===== src/hdl/chiplet_types_pkg.sv =====
package chiplet_types_pkg;

    typedef logic [31:0] word_t;
    typedef logic [3:0]  node_id_t;
    typedef logic [1:0]  pkt_id_t;

    localparam int NUM_MSGS         = 4;
    localparam int PKT_LENGTH_WIDTH = 5;

    typedef logic [PKT_LENGTH_WIDTH-1:0] pkt_length_t;

    typedef enum logic [3:0] {
        FMT_LONG_READ  = 4'h1,
        FMT_LONG_WRITE = 4'h2,
        FMT_SWITCH_CFG = 4'h8
    } format_e;

    // first word of every packet.
    typedef struct packed {
        format_e     format;
        logic [3:0]  length;
        node_id_t    dest;
        logic [19:0] addr;
    } long_hdr_t;

    typedef struct packed {
        logic     vc;
        pkt_id_t  id;
        node_id_t req;
    } flit_meta_t;

    typedef struct packed {
        flit_meta_t metadata;
        word_t      payload;
    } flit_t;

    // fifo words in a packet, header included.
    function automatic pkt_length_t expected_num_flits(word_t hdr_word);
        long_hdr_t hdr;
        hdr = long_hdr_t'(hdr_word);
        if (hdr.format == FMT_SWITCH_CFG) begin
            return pkt_length_t'(2);
        end
        return pkt_length_t'(hdr.length) + 1'b1;
    endfunction

endpackage


===== src/hdl/endpoint_cfg_pkg.sv =====
package endpoint_cfg_pkg;

    import chiplet_types_pkg::*;

    typedef struct packed {
        logic        cyc;
        logic        stb;
        logic        we;
        logic [15:0] adr;
        word_t       dat;
        logic [3:0]  sel;
    } wb_m2s_t;

    typedef struct packed {
        logic  ack;
        word_t dat;
    } wb_s2m_t;

    // register map.
    localparam logic [15:0] ADDR_TRIGGER = 16'h1000;
    localparam logic [15:0] ADDR_TX_SEND = 16'h1004;
    localparam logic [15:0] ADDR_NODE_ID = 16'h1008;
    localparam logic [15:0] ADDR_STATUS  = 16'h100C;

    localparam int TX_FIFO_DEPTH    = 16;
    localparam int DOWNSTREAM_DEPTH = 8;
    localparam int SEND_LIMIT       = DOWNSTREAM_DEPTH * 3 / 4;

    localparam word_t CRC_POLY = 32'h04C11DB7;
    localparam word_t CRC_INIT = 32'hFFFFFFFF;

endpackage


===== src/hdl/chiplet_tx_top.sv =====
`timescale 1ns/1ps

module chiplet_tx_top import chiplet_types_pkg::*, endpoint_cfg_pkg::*; (
    input  logic    clk,
    input  logic    n_rst,
    input  wb_m2s_t wb_in,
    output wb_s2m_t wb_out,
    output flit_t   flit,
    output logic    flit_valid,
    input  logic    buffer_available
);

    logic [NUM_MSGS-1:0] trigger_send;
    node_id_t            node_id;
    logic                pkt_taken;
    pkt_id_t             pkt_taken_id;
    logic                busy;
    logic                fifo_wen;
    logic                fifo_ren;
    logic                fifo_full;
    logic                fifo_empty;
    word_t               fifo_wdata;
    word_t               fifo_rdata;
    pkt_length_t         fifo_count;

    msg_table_wb u_msg_table (
        .clk         (clk),
        .n_rst       (n_rst),
        .wb_in       (wb_in),
        .wb_out      (wb_out),
        .trigger_send(trigger_send),
        .node_id     (node_id),
        .pkt_taken   (pkt_taken),
        .pkt_taken_id(pkt_taken_id),
        .fifo_wen    (fifo_wen),
        .fifo_wdata  (fifo_wdata),
        .fifo_full   (fifo_full),
        .fifo_count  (fifo_count),
        .busy        (busy)
    );

    tx_fifo #(
        .DEPTH(TX_FIFO_DEPTH)
    ) u_tx_fifo (
        .clk  (clk),
        .n_rst(n_rst),
        .wen  (fifo_wen),
        .wdata(fifo_wdata),
        .ren  (fifo_ren),
        .rdata(fifo_rdata),
        .count(fifo_count),
        .full (fifo_full),
        .empty(fifo_empty)
    );

    tx_fsm u_tx_fsm (
        .clk             (clk),
        .n_rst           (n_rst),
        .trigger_send    (trigger_send),
        .node_id         (node_id),
        .pkt_taken       (pkt_taken),
        .pkt_taken_id    (pkt_taken_id),
        .busy            (busy),
        .fifo_rdata      (fifo_rdata),
        .fifo_empty      (fifo_empty),
        .fifo_ren        (fifo_ren),
        .buffer_available(buffer_available),
        .flit            (flit),
        .flit_valid      (flit_valid)
    );

endmodule


===== src/hdl/crc32_engine.sv =====
`timescale 1ns/1ps

module crc32_engine import chiplet_types_pkg::*, endpoint_cfg_pkg::*; (
    input  logic  clk,
    input  logic  n_rst,
    input  logic  clear,
    input  logic  update,
    input  word_t in,
    output word_t crc_out,
    output logic  done
);

    logic [2:0] steps_left;
    word_t      shift_q;

    // one byte through the polynomial, msb first.
    function automatic word_t crc_byte(word_t crc, logic [7:0] data);
        word_t c;
        c = crc ^ {data, 24'd0};
        for (int i = 0; i < 8; i++) begin
            c = c[31] ? ((c << 1) ^ CRC_POLY) : (c << 1);
        end
        return c;
    endfunction

    assign done = (steps_left == 3'd0);

    always_ff @(posedge clk, negedge n_rst) begin
        if (!n_rst) begin
            crc_out    <= CRC_INIT;
            steps_left <= 3'd0;
        end else if (clear) begin
            crc_out    <= CRC_INIT;
            steps_left <= 3'd0;
        end else if (update) begin
            // four bytes per word.
            steps_left <= 3'd4;
        end else if (!done) begin
            crc_out    <= crc_byte(crc_out, shift_q[31:24]);
            steps_left <= steps_left - 1'b1;
        end
    end

    always_ff @(posedge clk) begin
        if (update) begin
            shift_q <= in;
        end else if (!done) begin
            shift_q <= shift_q << 8;
        end
    end

endmodule


===== src/hdl/flit_counter.sv =====
`timescale 1ns/1ps

module flit_counter import chiplet_types_pkg::*; #(
    parameter int NBITS = PKT_LENGTH_WIDTH
) (
    input  logic             clk,
    input  logic             n_rst,
    input  logic             clear,
    input  logic             count_enable,
    input  logic [NBITS-1:0] overflow_val,
    output logic [NBITS-1:0] count_out,
    output logic             overflow_flag
);

    assign overflow_flag = (count_out == overflow_val);

    // count holds once it reaches overflow_val.
    always_ff @(posedge clk, negedge n_rst) begin
        if (!n_rst) begin
            count_out <= '0;
        end else if (clear) begin
            count_out <= '0;
        end else if (count_enable && !overflow_flag) begin
            count_out <= count_out + 1'b1;
        end
    end

endmodule


===== src/hdl/msg_table_wb.sv =====
`timescale 1ns/1ps

module msg_table_wb import chiplet_types_pkg::*, endpoint_cfg_pkg::*; (
    input  logic                clk,
    input  logic                n_rst,
    input  wb_m2s_t             wb_in,
    output wb_s2m_t             wb_out,
    output logic [NUM_MSGS-1:0] trigger_send,
    output node_id_t            node_id,
    input  logic                pkt_taken,
    input  pkt_id_t             pkt_taken_id,
    output logic                fifo_wen,
    output word_t               fifo_wdata,
    input  logic                fifo_full,
    input  pkt_length_t         fifo_count,
    input  logic                busy
);

    logic                request;
    logic                send_stall;
    logic                accept;
    logic                wr_accept;
    logic                ack_q;
    word_t               rdat_q;
    word_t               read_mux;
    logic [NUM_MSGS-1:0] set_mask;
    logic [NUM_MSGS-1:0] clr_mask;

    ////////////////////////////////////////////////////////////
    // bus decode
    ////////////////////////////////////////////////////////////

    assign request = wb_in.cyc && wb_in.stb;

    // hold off the ack while the fifo is full.
    assign send_stall = wb_in.we && (wb_in.adr == ADDR_TX_SEND) && fifo_full;
    assign accept     = request && !ack_q && !send_stall;
    assign wr_accept  = accept && wb_in.we;

    assign fifo_wen   = wr_accept && (wb_in.adr == ADDR_TX_SEND);
    assign fifo_wdata = wb_in.dat;

    always_comb begin
        read_mux = '0;
        case (wb_in.adr)
            ADDR_TRIGGER: read_mux[NUM_MSGS-1:0] = trigger_send;
            ADDR_NODE_ID: read_mux[$bits(node_id_t)-1:0] = node_id;
            ADDR_STATUS: begin
                read_mux[PKT_LENGTH_WIDTH-1:0] = fifo_count;
                read_mux[8] = busy;
            end
            default: read_mux = '0;
        endcase
    end

    ////////////////////////////////////////////////////////////
    // registers
    ////////////////////////////////////////////////////////////

    always_comb begin
        set_mask = '0;
        clr_mask = '0;
        if (wr_accept && (wb_in.adr == ADDR_TRIGGER)) begin
            set_mask = wb_in.dat[NUM_MSGS-1:0];
        end
        if (pkt_taken) begin
            clr_mask[pkt_taken_id] = 1'b1;
        end
    end

    always_ff @(posedge clk, negedge n_rst) begin
        if (!n_rst) begin
            ack_q        <= 1'b0;
            trigger_send <= '0;
            node_id      <= '0;
        end else begin
            ack_q        <= accept;
            // a new trigger beats a clear of the same slot.
            trigger_send <= (trigger_send & ~clr_mask) | set_mask;
            if (wr_accept && (wb_in.adr == ADDR_NODE_ID)) begin
                node_id <= wb_in.dat[$bits(node_id_t)-1:0];
            end
        end
    end

    always_ff @(posedge clk) begin
        if (accept) begin
            rdat_q <= read_mux;
        end
    end

    assign wb_out = '{ack: ack_q, dat: rdat_q};

endmodule


===== src/hdl/tx_fifo.sv =====
`timescale 1ns/1ps

module tx_fifo import chiplet_types_pkg::*, endpoint_cfg_pkg::*; #(
    parameter int DEPTH = TX_FIFO_DEPTH
) (
    input  logic        clk,
    input  logic        n_rst,
    input  logic        wen,
    input  word_t       wdata,
    input  logic        ren,
    output word_t       rdata,
    output pkt_length_t count,
    output logic        full,
    output logic        empty
);

    typedef logic [$clog2(DEPTH)-1:0] ptr_t;

    word_t mem [DEPTH];
    ptr_t  wptr;
    ptr_t  rptr;
    logic  do_write;
    logic  do_read;

    function automatic ptr_t next_ptr(ptr_t p);
        return (p == ptr_t'(DEPTH - 1)) ? '0 : p + 1'b1;
    endfunction

    assign full     = (count == pkt_length_t'(DEPTH));
    assign empty    = (count == '0);
    assign do_write = wen && !full;
    assign do_read  = ren && !empty;

    // head word is visible before the pop.
    assign rdata = mem[rptr];

    always_ff @(posedge clk) begin
        if (do_write) begin
            mem[wptr] <= wdata;
        end
    end

    always_ff @(posedge clk, negedge n_rst) begin
        if (!n_rst) begin
            wptr  <= '0;
            rptr  <= '0;
            count <= '0;
        end else begin
            if (do_write) begin
                wptr <= next_ptr(wptr);
            end
            if (do_read) begin
                rptr <= next_ptr(rptr);
            end
            case ({do_write, do_read})
                2'b10:   count <= count + 1'b1;
                2'b01:   count <= count - 1'b1;
                default: count <= count;
            endcase
        end
    end

endmodule


===== src/hdl/tx_fsm.sv =====
`timescale 1ns/1ps

module tx_fsm import chiplet_types_pkg::*, endpoint_cfg_pkg::*; (
    input  logic                clk,
    input  logic                n_rst,
    input  logic [NUM_MSGS-1:0] trigger_send,
    input  node_id_t            node_id,
    output logic                pkt_taken,
    output pkt_id_t             pkt_taken_id,
    output logic                busy,
    input  word_t               fifo_rdata,
    input  logic                fifo_empty,
    output logic                fifo_ren,
    input  logic                buffer_available,
    output flit_t               flit,
    output logic                flit_valid
);

    typedef enum logic [1:0] {
        IDLE,
        START_SEND_PKT,
        SEND_PKT,
        CRC
    } tx_state_e;

    tx_state_e   state;
    tx_state_e   next_state;
    pkt_id_t     curr_id;
    pkt_id_t     pick_id;
    format_e     curr_fmt;
    pkt_length_t target_len;
    long_hdr_t   head_hdr;
    logic        crc_loaded;
    logic        length_clear;
    logic        length_done;
    logic        stop_sending;
    logic        can_go;
    logic        crc_update;
    logic        emit_word;
    logic        crc_done;
    word_t       crc_out;

    assign head_hdr     = long_hdr_t'(fifo_rdata);
    assign busy         = (state != IDLE);
    assign length_clear = (state == IDLE);
    assign can_go       = !stop_sending && !length_done && !fifo_empty;
    assign fifo_ren     = emit_word;
    assign pkt_taken_id = pick_id;

    ////////////////////////////////////////////////////////////
    // counters and crc
    ////////////////////////////////////////////////////////////

    flit_counter #(
        .NBITS(PKT_LENGTH_WIDTH)
    ) length_counter (
        .clk          (clk),
        .n_rst        (n_rst),
        .clear        (length_clear),
        .count_enable (emit_word),
        .overflow_val (target_len),
        .count_out    (),
        .overflow_flag(length_done)
    );

    // credits come back with buffer_available.
    flit_counter #(
        .NBITS(PKT_LENGTH_WIDTH)
    ) send_counter (
        .clk          (clk),
        .n_rst        (n_rst),
        .clear        (buffer_available),
        .count_enable (flit_valid),
        .overflow_val (pkt_length_t'(SEND_LIMIT)),
        .count_out    (),
        .overflow_flag(stop_sending)
    );

    crc32_engine crc_gen (
        .clk    (clk),
        .n_rst  (n_rst),
        .clear  (length_clear),
        .update (crc_update),
        .in     (fifo_rdata),
        .crc_out(crc_out),
        .done   (crc_done)
    );

    ////////////////////////////////////////////////////////////
    // state machine
    ////////////////////////////////////////////////////////////

    // highest triggered slot wins.
    always_comb begin
        pick_id = '0;
        for (int i = 0; i < NUM_MSGS; i++) begin
            if (trigger_send[i]) begin
                pick_id = pkt_id_t'(i);
            end
        end
    end

    always_comb begin
        next_state = state;
        pkt_taken  = 1'b0;
        crc_update = 1'b0;
        emit_word  = 1'b0;
        flit_valid = 1'b0;
        case (state)
            IDLE: begin
                if (|trigger_send && !fifo_empty) begin
                    pkt_taken  = 1'b1;
                    next_state = START_SEND_PKT;
                end
            end
            START_SEND_PKT: begin
                next_state = SEND_PKT;
            end
            SEND_PKT: begin
                // absorb the word first, emit it once the crc is done.
                crc_update = can_go && crc_done && !crc_loaded;
                emit_word  = can_go && crc_done && crc_loaded;
                flit_valid = emit_word;
                if (length_done) begin
                    next_state = (curr_fmt == FMT_SWITCH_CFG) ? IDLE : CRC;
                end
            end
            CRC: begin
                flit_valid = !stop_sending;
                if (!stop_sending) begin
                    next_state = IDLE;
                end
            end
            default: next_state = IDLE;
        endcase
    end

    always_comb begin
        flit.metadata.vc  = 1'b0;
        flit.metadata.id  = curr_id;
        flit.metadata.req = node_id;
        flit.payload      = (state == CRC) ? crc_out : fifo_rdata;
    end

    always_ff @(posedge clk, negedge n_rst) begin
        if (!n_rst) begin
            state      <= IDLE;
            curr_id    <= '0;
            curr_fmt   <= FMT_LONG_READ;
            target_len <= '0;
            crc_loaded <= 1'b0;
        end else begin
            state <= next_state;
            if (pkt_taken) begin
                curr_id <= pick_id;
            end
            if (state == START_SEND_PKT) begin
                curr_fmt   <= head_hdr.format;
                target_len <= expected_num_flits(fifo_rdata);
            end
            if (crc_update) begin
                crc_loaded <= 1'b1;
            end else if (emit_word || (state == IDLE)) begin
                crc_loaded <= 1'b0;
            end
        end
    end

endmodule


===== config.mk =====
export PLATFORM = sky130hd
export DESIGN_NAME = chiplet_tx_top
export DESIGN_NICKNAME = d
export VERILOG_FILES = /design/src/hdl/chiplet_types_pkg.sv /design/src/hdl/endpoint_cfg_pkg.sv /design/src/hdl/chiplet_tx_top.sv /design/src/hdl/crc32_engine.sv /design/src/hdl/flit_counter.sv /design/src/hdl/msg_table_wb.sv /design/src/hdl/tx_fifo.sv /design/src/hdl/tx_fsm.sv
export SDC_FILE = /design/constraint.sdc
export NUM_CORES = 1
export LEC_CHECK = 0
export ABC_CLOCK_PERIOD_IN_PS = 3800
export BUFFER_PORTS_ARGS = -buffer_cell sky130_fd_sc_hd__clkbuf_2
export CAP_MARGIN = 10
export CELL_PAD_IN_SITES_DETAIL_PLACEMENT = 1
export CELL_PAD_IN_SITES_GLOBAL_PLACEMENT = 1
export CORE_ASPECT_RATIO = 0.6
export CORE_UTILIZATION = 30
export CTS_CLUSTER_SIZE = 30
export DETAILED_ROUTE_END_ITERATION = 7
export GPL_TIMING_DRIVEN = 1
export PLACE_DENSITY_LB_ADDON = 0.05
export SLEW_MARGIN = 20
export SYNTH_ARGS = -nofsm -noshare
export SYNTH_HDL_FRONTEND = slang
export SYNTH_SLANG_ARGS = --single-unit

===== constraint.sdc =====
create_clock -name clk -period 3.8 [get_ports clk]
set_clock_uncertainty 0.05 [all_clocks]
set_input_delay 0.57 -clock clk [delete_from_list [all_inputs] [get_ports clk]]
set_output_delay 0.57 -clock clk [all_outputs]
set_load 0.01 [all_outputs]

==> results of run 1 <==
stage by stage:
step                TNS [ns]  std cells  hold slack, ns  setup WS [ns]  utilization [%]
floorplan                  0       1466           0.224          0.166                -
global placement           0       2696           0.415          0.334             33.3
detailed placement         0       2696           0.420          0.295             33.3
CTS                   -0.298       2818          0.0815        -0.0533             35.7
global route          -0.482       2818           0.122        -0.0759             35.7
finish                     0       2823           0.140         0.0308             35.7
placed cells by master, fill, tap and decap left out, types with 6 or more instances in the layout:
cell type / count
xor2_1: 40
dfstp_2: 33
a22oi_1: 6
conb_1: 27
dfrtp_1: 44
edfxtp_1: 550
a21oi_1: 12
mux2_4: 17
and2_1: 10
xnor2_1: 45
nor2_4: 12
buf_4: 71
a211oi_1: 6
clkinv_1: 27
a221o_1: 6
mux2i_1: 15
nand2_1: 126
clkbuf_16: 62
clkbuf_1: 11
mux2_2: 24
ha_1: 14
buf_12: 15
clkbuf_2: 98
o211ai_1: 23
inv_1: 17
o21ai_0: 43
clkinv_2: 6
mux4_2: 141
nor2b_1: 6
nor2_1: 60
power by group:
group          internal (mW)  switching, mW  total, mW
clock                   3.09           2.65       5.74
combinational           4.69           5.62       10.3
sequential              8.39          0.512       8.90
area by class of cell:
| class | instances | area share (%) |
|---|---|---|
| multi-input combinational | 717 | 23.5 |
| clock inverter | 37 | 0.705 |
| clock buffer | 73 | 5.19 |
| inverter | 17 | 0.208 |
| antenna | 5 | 0.0408 |
| timing repair buffer | 196 | 5.11 |
| tap | 1147 | 4.68 |
| sequential | 631 | 60.6 |
synthesized netlist by cell type (4+ instances only):
master	count
a22oi_1	6
nor2b_1	7
nor2_1	72
nand3_1	5
mux2_2	25
nand2b_1	5
a21oi_1	12
o211ai_1	23
nor4_1	4
buf_2	13
xnor2_1	45
nand2_1	127
and2_1	10
inv_1	17
buf_1	6
xor2_1	40
mux4_2	141
mux2_4	16
a221o_1	6
mux2i_1	15
o21ai_0	43
clkbuf_1	42
dfstp_2	33
nand4_1	4
a211oi_1	6
o32a_1	4
buf_4	30
buf_8	5
a21o_1	4
ha_1	14
edfxtp_1	550
buf_6	4
dfrtp_1	48
nor3_1	7
final timing paths:
check / from / end / slack [ns] / cells past startpoint
setup reg to reg: u_tx_fifo.count[1]$_DFFE_PN0P_ / u_tx_fifo.count[4]$_DFFE_PN0P_ / 0.26 / 13
max in group asynchronous: n_rst / u_tx_fsm.crc_gen.crc_out[0]$_DFFE_PN1P_ / 2.44 / 3
setup / recovery: u_tx_fifo.rptr[0]$_DFFE_PN0P_ / flit[14] / 0.03 / 6
min in group asynchronous: n_rst / u_msg_table.ack_q$_DFF_PN0_ / 0.46 / 2
hold reg to reg: u_tx_fsm.crc_gen.steps_left[0]$_DFFE_PN0P_ / u_tx_fsm.crc_gen.steps_left[0]$_DFFE_PN0P_ / 0.43 / 1
hold / removal: buffer_available / u_tx_fsm.send_counter.count_out[0]$_DFFE_PN0P_ / 0.14 / 2
state kept, by name (all words and copies together) (netlist names), 5 cells and up:
register / cells
u_tx_fsm.crc_gen.crc_out: 32
u_tx_fsm.crc_gen.shift_q: 32
u_tx_fifo.count: 5
u_tx_fsm.length_counter.count_out: 5
u_tx_fsm.send_counter.count_out: 5
u_tx_fifo.mem: 512
u_tx_fsm.target_len: 5
u_msg_table.rdat_q: 6
what timing repair did:
action / in CTS / in global routing
cloned: 3 / 0
endpoints found under the hold margin: 9 / 0
resized for setup: 12 / 1
endpoints found under the setup margin: 28 / 15
hold buffers: 1 / 0
setup buffers: 8 / 0
per-layer routing:
layer | vias up | global-route usage, % | share of wire (%)
met5 | - | 0 | 0.014
met4 | 2 | 3.17 | 1.4
met3 | 84 | 2.34 | 3.5
met2 | 214 | 25.0 | 43
met1 | 7255 | 27.8 | 52
li1 | 5963 | - | -
logic make-up after synthesis:
group	synth area share, %
DFF	70.9
other	0.0143
buffers and inverters	2.57
muxes	14.7
and+or+nand+nor	4.34
AOI/OAI and AO/OA	3.32
xor gates and xnor gates	3.43
adders and majority gates	0.668
==> impl_metrics.ini, run 1 <==
[sta]
period_share_pct = 99.2
slew_violations = 0
fin_crit_ns = 3.77
setup_viol = 0
slew_headroom_pct = 22.9
worstMarginPinSlew_ns = 1.15
hold_viol = 0
fmax_mhz = 265
rsz0062_at_grt = true

[clocking]
cts-htree-levels = 2
clock_sinks = 631
clock_path_buffers = 3
cts_root_buffer = clkbuf_16
cts_tree = built
cts_buffers = 61
path_clk_slew_ns = 0.06
clk_latency_ns = 0.64

[global_routing]
grt_first_pass_wirelength_um = 109000
grt_usage_pct = 17.4
antenna_found_initial = 3
grt_max_degree = 57
first_global_vias = 14300
gr-total-overflow = 0

[worst_setup_path]
worst-path-buf-inv = 3
cp-end-kind = primary output
critPathLaunchType = flip-flop
critical_path.most_common_cell = mux4_2
worst_path_largest_cell_delay_ns = 0.61
critical_path.top_delay_family = multiplexers
slowest_stage = mux4_2
cp_max_fo = 10
path_class = flip-flop to primary output
arrival_ns = 3.15
crit_chain = buf_16 > buf_12 > mux4_2 > mux4_2 > mux2_4 > clkbuf_2
worstPathRequired_ns = 3.18

[routing]
wirelength_um = 75900
drt_iter0_markers = 991
drcViolationCount = 8
vias_per_cell = 4.79
routedWlPerCell_um = 26.9
vias = 13500
drt-pass1-iter-count = 7
ant_nets = 0

[yosys]
synth_largest_area_cell = edfxtp_1
ys_warn_count = 0
syn_area_um2 = 26200
synth_ff_type = edfxtp_1
synth.area.top_cells = edfxtp_1 63%, mux4_2 12%, dfrtp_1 4.6%
synth_edf_count = 550
synth_area_per_cell_um2 = 18.2
synth_cells = 1440
yosysSeqAreaShare_pct = 70.9
ys_types = 65
yosys_register_bits = 631
async_reset_ff_share_pct = 12.8
synth_top_area_share_pct = 63.0

[die]
die_w_um = 384
core_area_um2 = 86000
start_util_pct = 30.5
die_area_um2 = 88600
die_h_um = 231
io-pin-count = 131
rows = 83

[placement]
placed_area_um2 = 28600
hpwl_um = 47100
io_buffers = 99
routabilityCongestion = 0.745

[pwr]
power_mw = 25.0
p_leak_nw = 10.4
powerDensity_nw_per_um2 = 813
ir_drop_uv = 496

[hold_path]
hold_class = input port to flip-flop

[layout]
final_design_area_no_fill_um2 = 30700
syn_to_final_growth_pct = 17.1
final_nets = 1696
drive_gt1_share_pct = 31.0
nFillCells = 8537
multi_input_area_um2 = 7210
seq_area_um2 = 18600

[flow_run]
cap_violations = 0

[status]
outcome = finished, violations left
violations = DRC
Power figures use the tool's default switching activity.
==> run 2, diff against run 1 <==
- BUFFER_PORTS_ARGS: -buffer_cell sky130_fd_sc_hd__clkbuf_2 -> unset
- CORE_MARGIN: unset -> 4
- DONT_BUFFER_PORTS: unset -> 1
==> impl_metrics.ini, run 2 (synthesis gave the netlist of run 1 again) <==
[status]
outcome = finished, final reports clean

[pwr]
p_leak_nw = 10.1
powerDensity_nw_per_um2 = 822
ir_drop_uv = 459
power_mw = 25.2

[routing]
ant_nets = 0
vias = 13200
drt_iter0_markers = 995
wirelength_um = 76400
vias_per_cell = 4.80
routedWlPerCell_um = 27.8
drt-pass1-iter-count = 5
drcViolationCount = 0

[worst_setup_path]
reg2reg_depth = 13
cp_max_fo = 20
slowest_stage = mux4_2
critPathLaunchType = flip-flop
cp-end-kind = primary output
arrival_ns = 3.03
path_class = flip-flop to primary output
worstPathRequired_ns = 3.18
worst_path_largest_cell_delay_ns = 0.63
crit_chain = buf_12 > buf_12 > mux4_2 > mux4_2 > mux2_4

[layout]
syn_to_final_growth_pct = 17.0
largest_register_ffs = 512
largest_register = u_tx_fifo.mem
final_cell_mix = 550 x edfxtp_1, 141 x mux4_2, 126 x nand2_1
fin_cells = 2748
mostFrequentLayoutCell = edfxtp_1
drive_gt1_share_pct = 26.2
final_nets = 1621
reg_top3 = u_tx_fifo.mem x512, u_tx_fsm.crc_gen.crc_out x32, u_tx_fsm.crc_gen.shift_q x32

[clocking]
path_clk_slew_ns = 0.06
cts-htree-levels = 3
cts_buffers = 66
clock_sinks = 631
cts_root_buffer = clkbuf_16
clock_path_buffers = 3
cts_tree = built
clk_latency_ns = 0.63

[die]
die_w_um = 390
core_area_um2 = 86100
die_area_um2 = 92300
io-pin-count = 131
die_h_um = 237
rows = 83
start_util_pct = 30.4

[global_routing]
gr-total-overflow = 0
grt_max_degree = 82
grt_first_pass_wirelength_um = 109000
grt_usage_pct = 16.6
grtUsageMet2_pct = 24.3
antenna_found_initial = 2
gr-usage-met1_pct = 25.7
first_global_vias = 14000
busiest_layer = met1
grt_use_met3_pct = 3.62

[sta]
rsz0062_at_grt = false
fin_crit_ns = 3.65
holdWs_ns = 0.0948
worstMarginPinSlew_ns = 1.08
setup_viol = 0
slew_headroom_pct = 27.3
setup_slack_ns = 0.146
period_share_pct = 96.2
setup-tns-final_ns = 0
fmax_mhz = 274
hold_viol = 0
slew_violations = 0

[placement]
io_buffers = 0
dp_cells = 2584
routabilityCongestion = 0.731
preCtsSetupSlack_ns = 0.252
hpwl_um = 47400

[hold_path]
hold_path_depth = 2
hold_class = input port to flip-flop

[flow_run]
cap_violations = 0
## run 2: cell type report
class,instances,area [um^2]
flip-flops and latches,631,18600
multi-input cells,717,7210
diodes,4,10.0
well taps,1147,1440
fillers,8519,55400
inverters,17,63.8
clock buffers,90,1870
repair buffers,116,1260
clock inverters,26,203
## run 2: where the power goes
group	total, mW	leakage [nW]	internal (mW)	switching [mW]
Sequential	8.90	5.97	8.39	0.510
Combinational	9.89	3.15	4.35	5.54
Clock	6.41	1.01	3.65	2.76
Total	25.2	10.1	16.4	8.81
## run 2: routing by layer
metal	vias to the layer above	share of wire (%)
met5	-	0
met4	0	1.3
met3	65	4.3
met2	224	44
met1	7076	51
li1	5816	-
## run 2: path summary, 6_finish.rpt
path	start	end	slack (ns)
hold / removal	wb_in[5]	u_msg_table.trigger_send[1]$_DFF_PN0_	0.09
setup reg to reg	u_tx_fifo.count[1]$_DFFE_PN0P_	u_tx_fifo.count[4]$_DFFE_PN0P_	0.19
max in group asynchronous	n_rst	u_tx_fsm.crc_gen.crc_out[0]$_DFFE_PN1P_	2.78
setup / recovery	u_tx_fifo.rptr[0]$_DFFE_PN0P_	flit[11]	0.15
hold reg to reg	u_tx_fsm.crc_gen.steps_left[0]$_DFFE_PN0P_	u_tx_fsm.crc_gen.steps_left[0]$_DFFE_PN0P_	0.43
min in group asynchronous	n_rst	u_tx_fsm.crc_gen.steps_left[2]$_DFFE_PN0P_	0.48
## run 2: through the flow
stage	area [um^2]	utilization [%]
global route	30600	35.6
CTS	30600	35.5
floorplan	26300	-
finish	30600	35.6
detailed placement	28100	32.6
global placement	28100	32.6
## run 2: worst max-delay path, delay by kind of cell (launching register included)
| kind | cells | cell delay, ns |
|---|---|---|
| mux | 3 | 1.50 |
| flops | 1 | 0.46 |
| buf+inv | 2 | 0.40 |
## run 2: repair_timing
item / CTS / global route
hold buffers: 35 / 0
resized for setup: 0 / 0
setup endpoints to repair: 16 / 1
setup buffers: 4 / 5
endpoints found under the hold margin: 598 / 0
==> run 3, diff against run 2 <==
- CELL_PAD_IN_SITES_DETAIL_PLACEMENT: 1 -> 2
- CELL_PAD_IN_SITES_GLOBAL_PLACEMENT: 1 -> 2
==> impl_metrics.ini, run 3 (synthesis gave the netlist of run 1 again) <==
[status]
outcome = finished, final reports clean

[pwr]
powerDensity_nw_per_um2 = 831
p_leak_nw = 10.3
power_mw = 25.7
ir_drop_uv = 396

[clocking]
cts_buffers = 68
cts_tree = built
cts-htree-levels = 3
clock_sinks = 631
clock_path_buffers = 3
clk_latency_ns = 0.63
cts_root_buffer = clkbuf_16
path_clk_slew_ns = 0.06

[global_routing]
first_global_vias = 14600
gr-total-overflow = 0
grt_usage_pct = 17.1
grt_first_pass_wirelength_um = 113000
antenna_found_initial = 4
grt_max_degree = 82

[sta]
slew_headroom_pct = 29.2
period_share_pct = 97.6
setup_slack_ns = 0.0900
fmax_mhz = 270
setup-tns-final_ns = 0
worstMarginPinSlew_ns = 1.05
setup_viol = 0
fin_crit_ns = 3.71
slew_violations = 0
rsz0062_at_grt = true
hold_viol = 0

[die]
io-pin-count = 131
die_area_um2 = 92300
die_w_um = 390
start_util_pct = 30.4
die_h_um = 237
core_area_um2 = 86100
rows = 83

[layout]
largest_register_ffs = 512
mostFrequentLayoutCell = edfxtp_1
final_cell_mix = 550 x edfxtp_1, 141 x mux4_2, 126 x nand2_1
largest_register = u_tx_fifo.mem
syn_to_final_growth_pct = 18.1
reg_top3 = u_tx_fifo.mem x512, u_tx_fsm.crc_gen.crc_out x32, u_tx_fsm.crc_gen.shift_q x32
antenna_cells = 0
drive_gt1_share_pct = 27.1
final_nets = 1627
final_design_area_no_fill_um2 = 31000

[worst_setup_path]
worstReg2RegEnd = u_tx_fifo.count[4]$_DFFE_PN0P_
path_class = flip-flop to primary output
worstPathRequired_ns = 3.18
reg2reg_from = u_tx_fsm.send_counter.count_out[1]$_DFFE_PN0P_
r2r_slack_ns = 0.43
critPathLaunchType = flip-flop
arrival_ns = 3.09
cp_max_fo = 27
cp-end-kind = primary output
reg2reg_depth = 16

[placement]
io_buffers = 0
preCtsSetupSlack_ns = 0.403
routabilityCongestion = 0.727
placed_area_um2 = 28300
hpwl_um = 48700

[flow_run]
cap_violations = 0

[hold_path]
holdPathEnd = u_msg_table.node_id[2]$_DFFE_PN0P_
hold_class = input port to flip-flop
hold_path_depth = 2
min_from = wb_in[6]

[routing]
ant_nets = 0
vias_per_cell = 4.91
wirelength_um = 78800
vias = 13500
drt_iter0_markers = 831
drcViolationCount = 0
routedWlPerCell_um = 28.7
drt-pass1-iter-count = 5
==> run 3: repair_timing <==
action / 4_1_cts / 5_1_grt
resized for setup: 2 / 0
hold endpoints to repair: 598 / 0
setup endpoints to repair: 31 / 1
hold buffers: 35 / 0
setup buffers: 4 / 0
cloned: 0 / 1
==> run 3: cell type report <==
cell class                 instances  area [um^2]
clock buffer                      85         1820
clock inverter                    35          378
fill                            8401        55100
inverter                          17         63.8
multi-input combinational        717         7210
sequential                       631        18600
tap                             1147         1440
timing repair buffer             120         1460
==> run 3: worst max-delay path by stage <==
| stage | from | endpoint | slack [ns] |
|---|---|---|---|
| after floorplan | wb_in[49] | u_tx_fifo.mem[15][0]$_DFFE_PP_ | 0.17 |
| after global placement | u_tx_fifo.rptr[1]$_DFFE_PN0P_ | flit[11] | 0.39 |
| after detailed placement | u_tx_fifo.rptr[1]$_DFFE_PN0P_ | flit[11] | 0.40 |
| after CTS | u_tx_fifo.rptr[0]$_DFFE_PN0P_ | flit[11] | -0.02 |
| after global routing | u_tx_fifo.rptr[0]$_DFFE_PN0P_ | flit[23] | -0.03 |
| final | u_tx_fifo.rptr[0]$_DFFE_PN0P_ | flit[22] | 0.09 |
==> run 3: through the flow <==
stage / hold WS (ns) / instances / util, %
floorplan: 0.224 / 1466 / -
detailed placement: 0.228 / 2591 / 32.9
global route: 0.0659 / 2752 / 36.0
CTS: 0.0223 / 2750 / 35.9
finish: 0.0914 / 2752 / 36.0
global placement: 0.227 / 2591 / 32.9
==> run 3: routing by layer <==
metal	global-route usage, %	up-vias	wire [um]
met5	0	-	12
met4	3.89	2	1360
met3	2.69	86	2480
met2	25.0	223	34200
met1	26.7	7378	40800
li1	-	5826	-
==> run 3: report_power, final <==
group          total (mW)  internal (mW)  switching (mW)
sequential           8.92           8.39           0.529
clock                6.72           3.88            2.84
combinational        10.1           4.42            5.65
total                25.7           16.7            9.01
==> run 3: worst max-delay path, stage by stage, from the launching register on <==
cell     delay, ns
dfrtp_4       0.60
buf_16        0.28
mux4_2        0.55
mux4_2        0.64
mux2_4        0.35
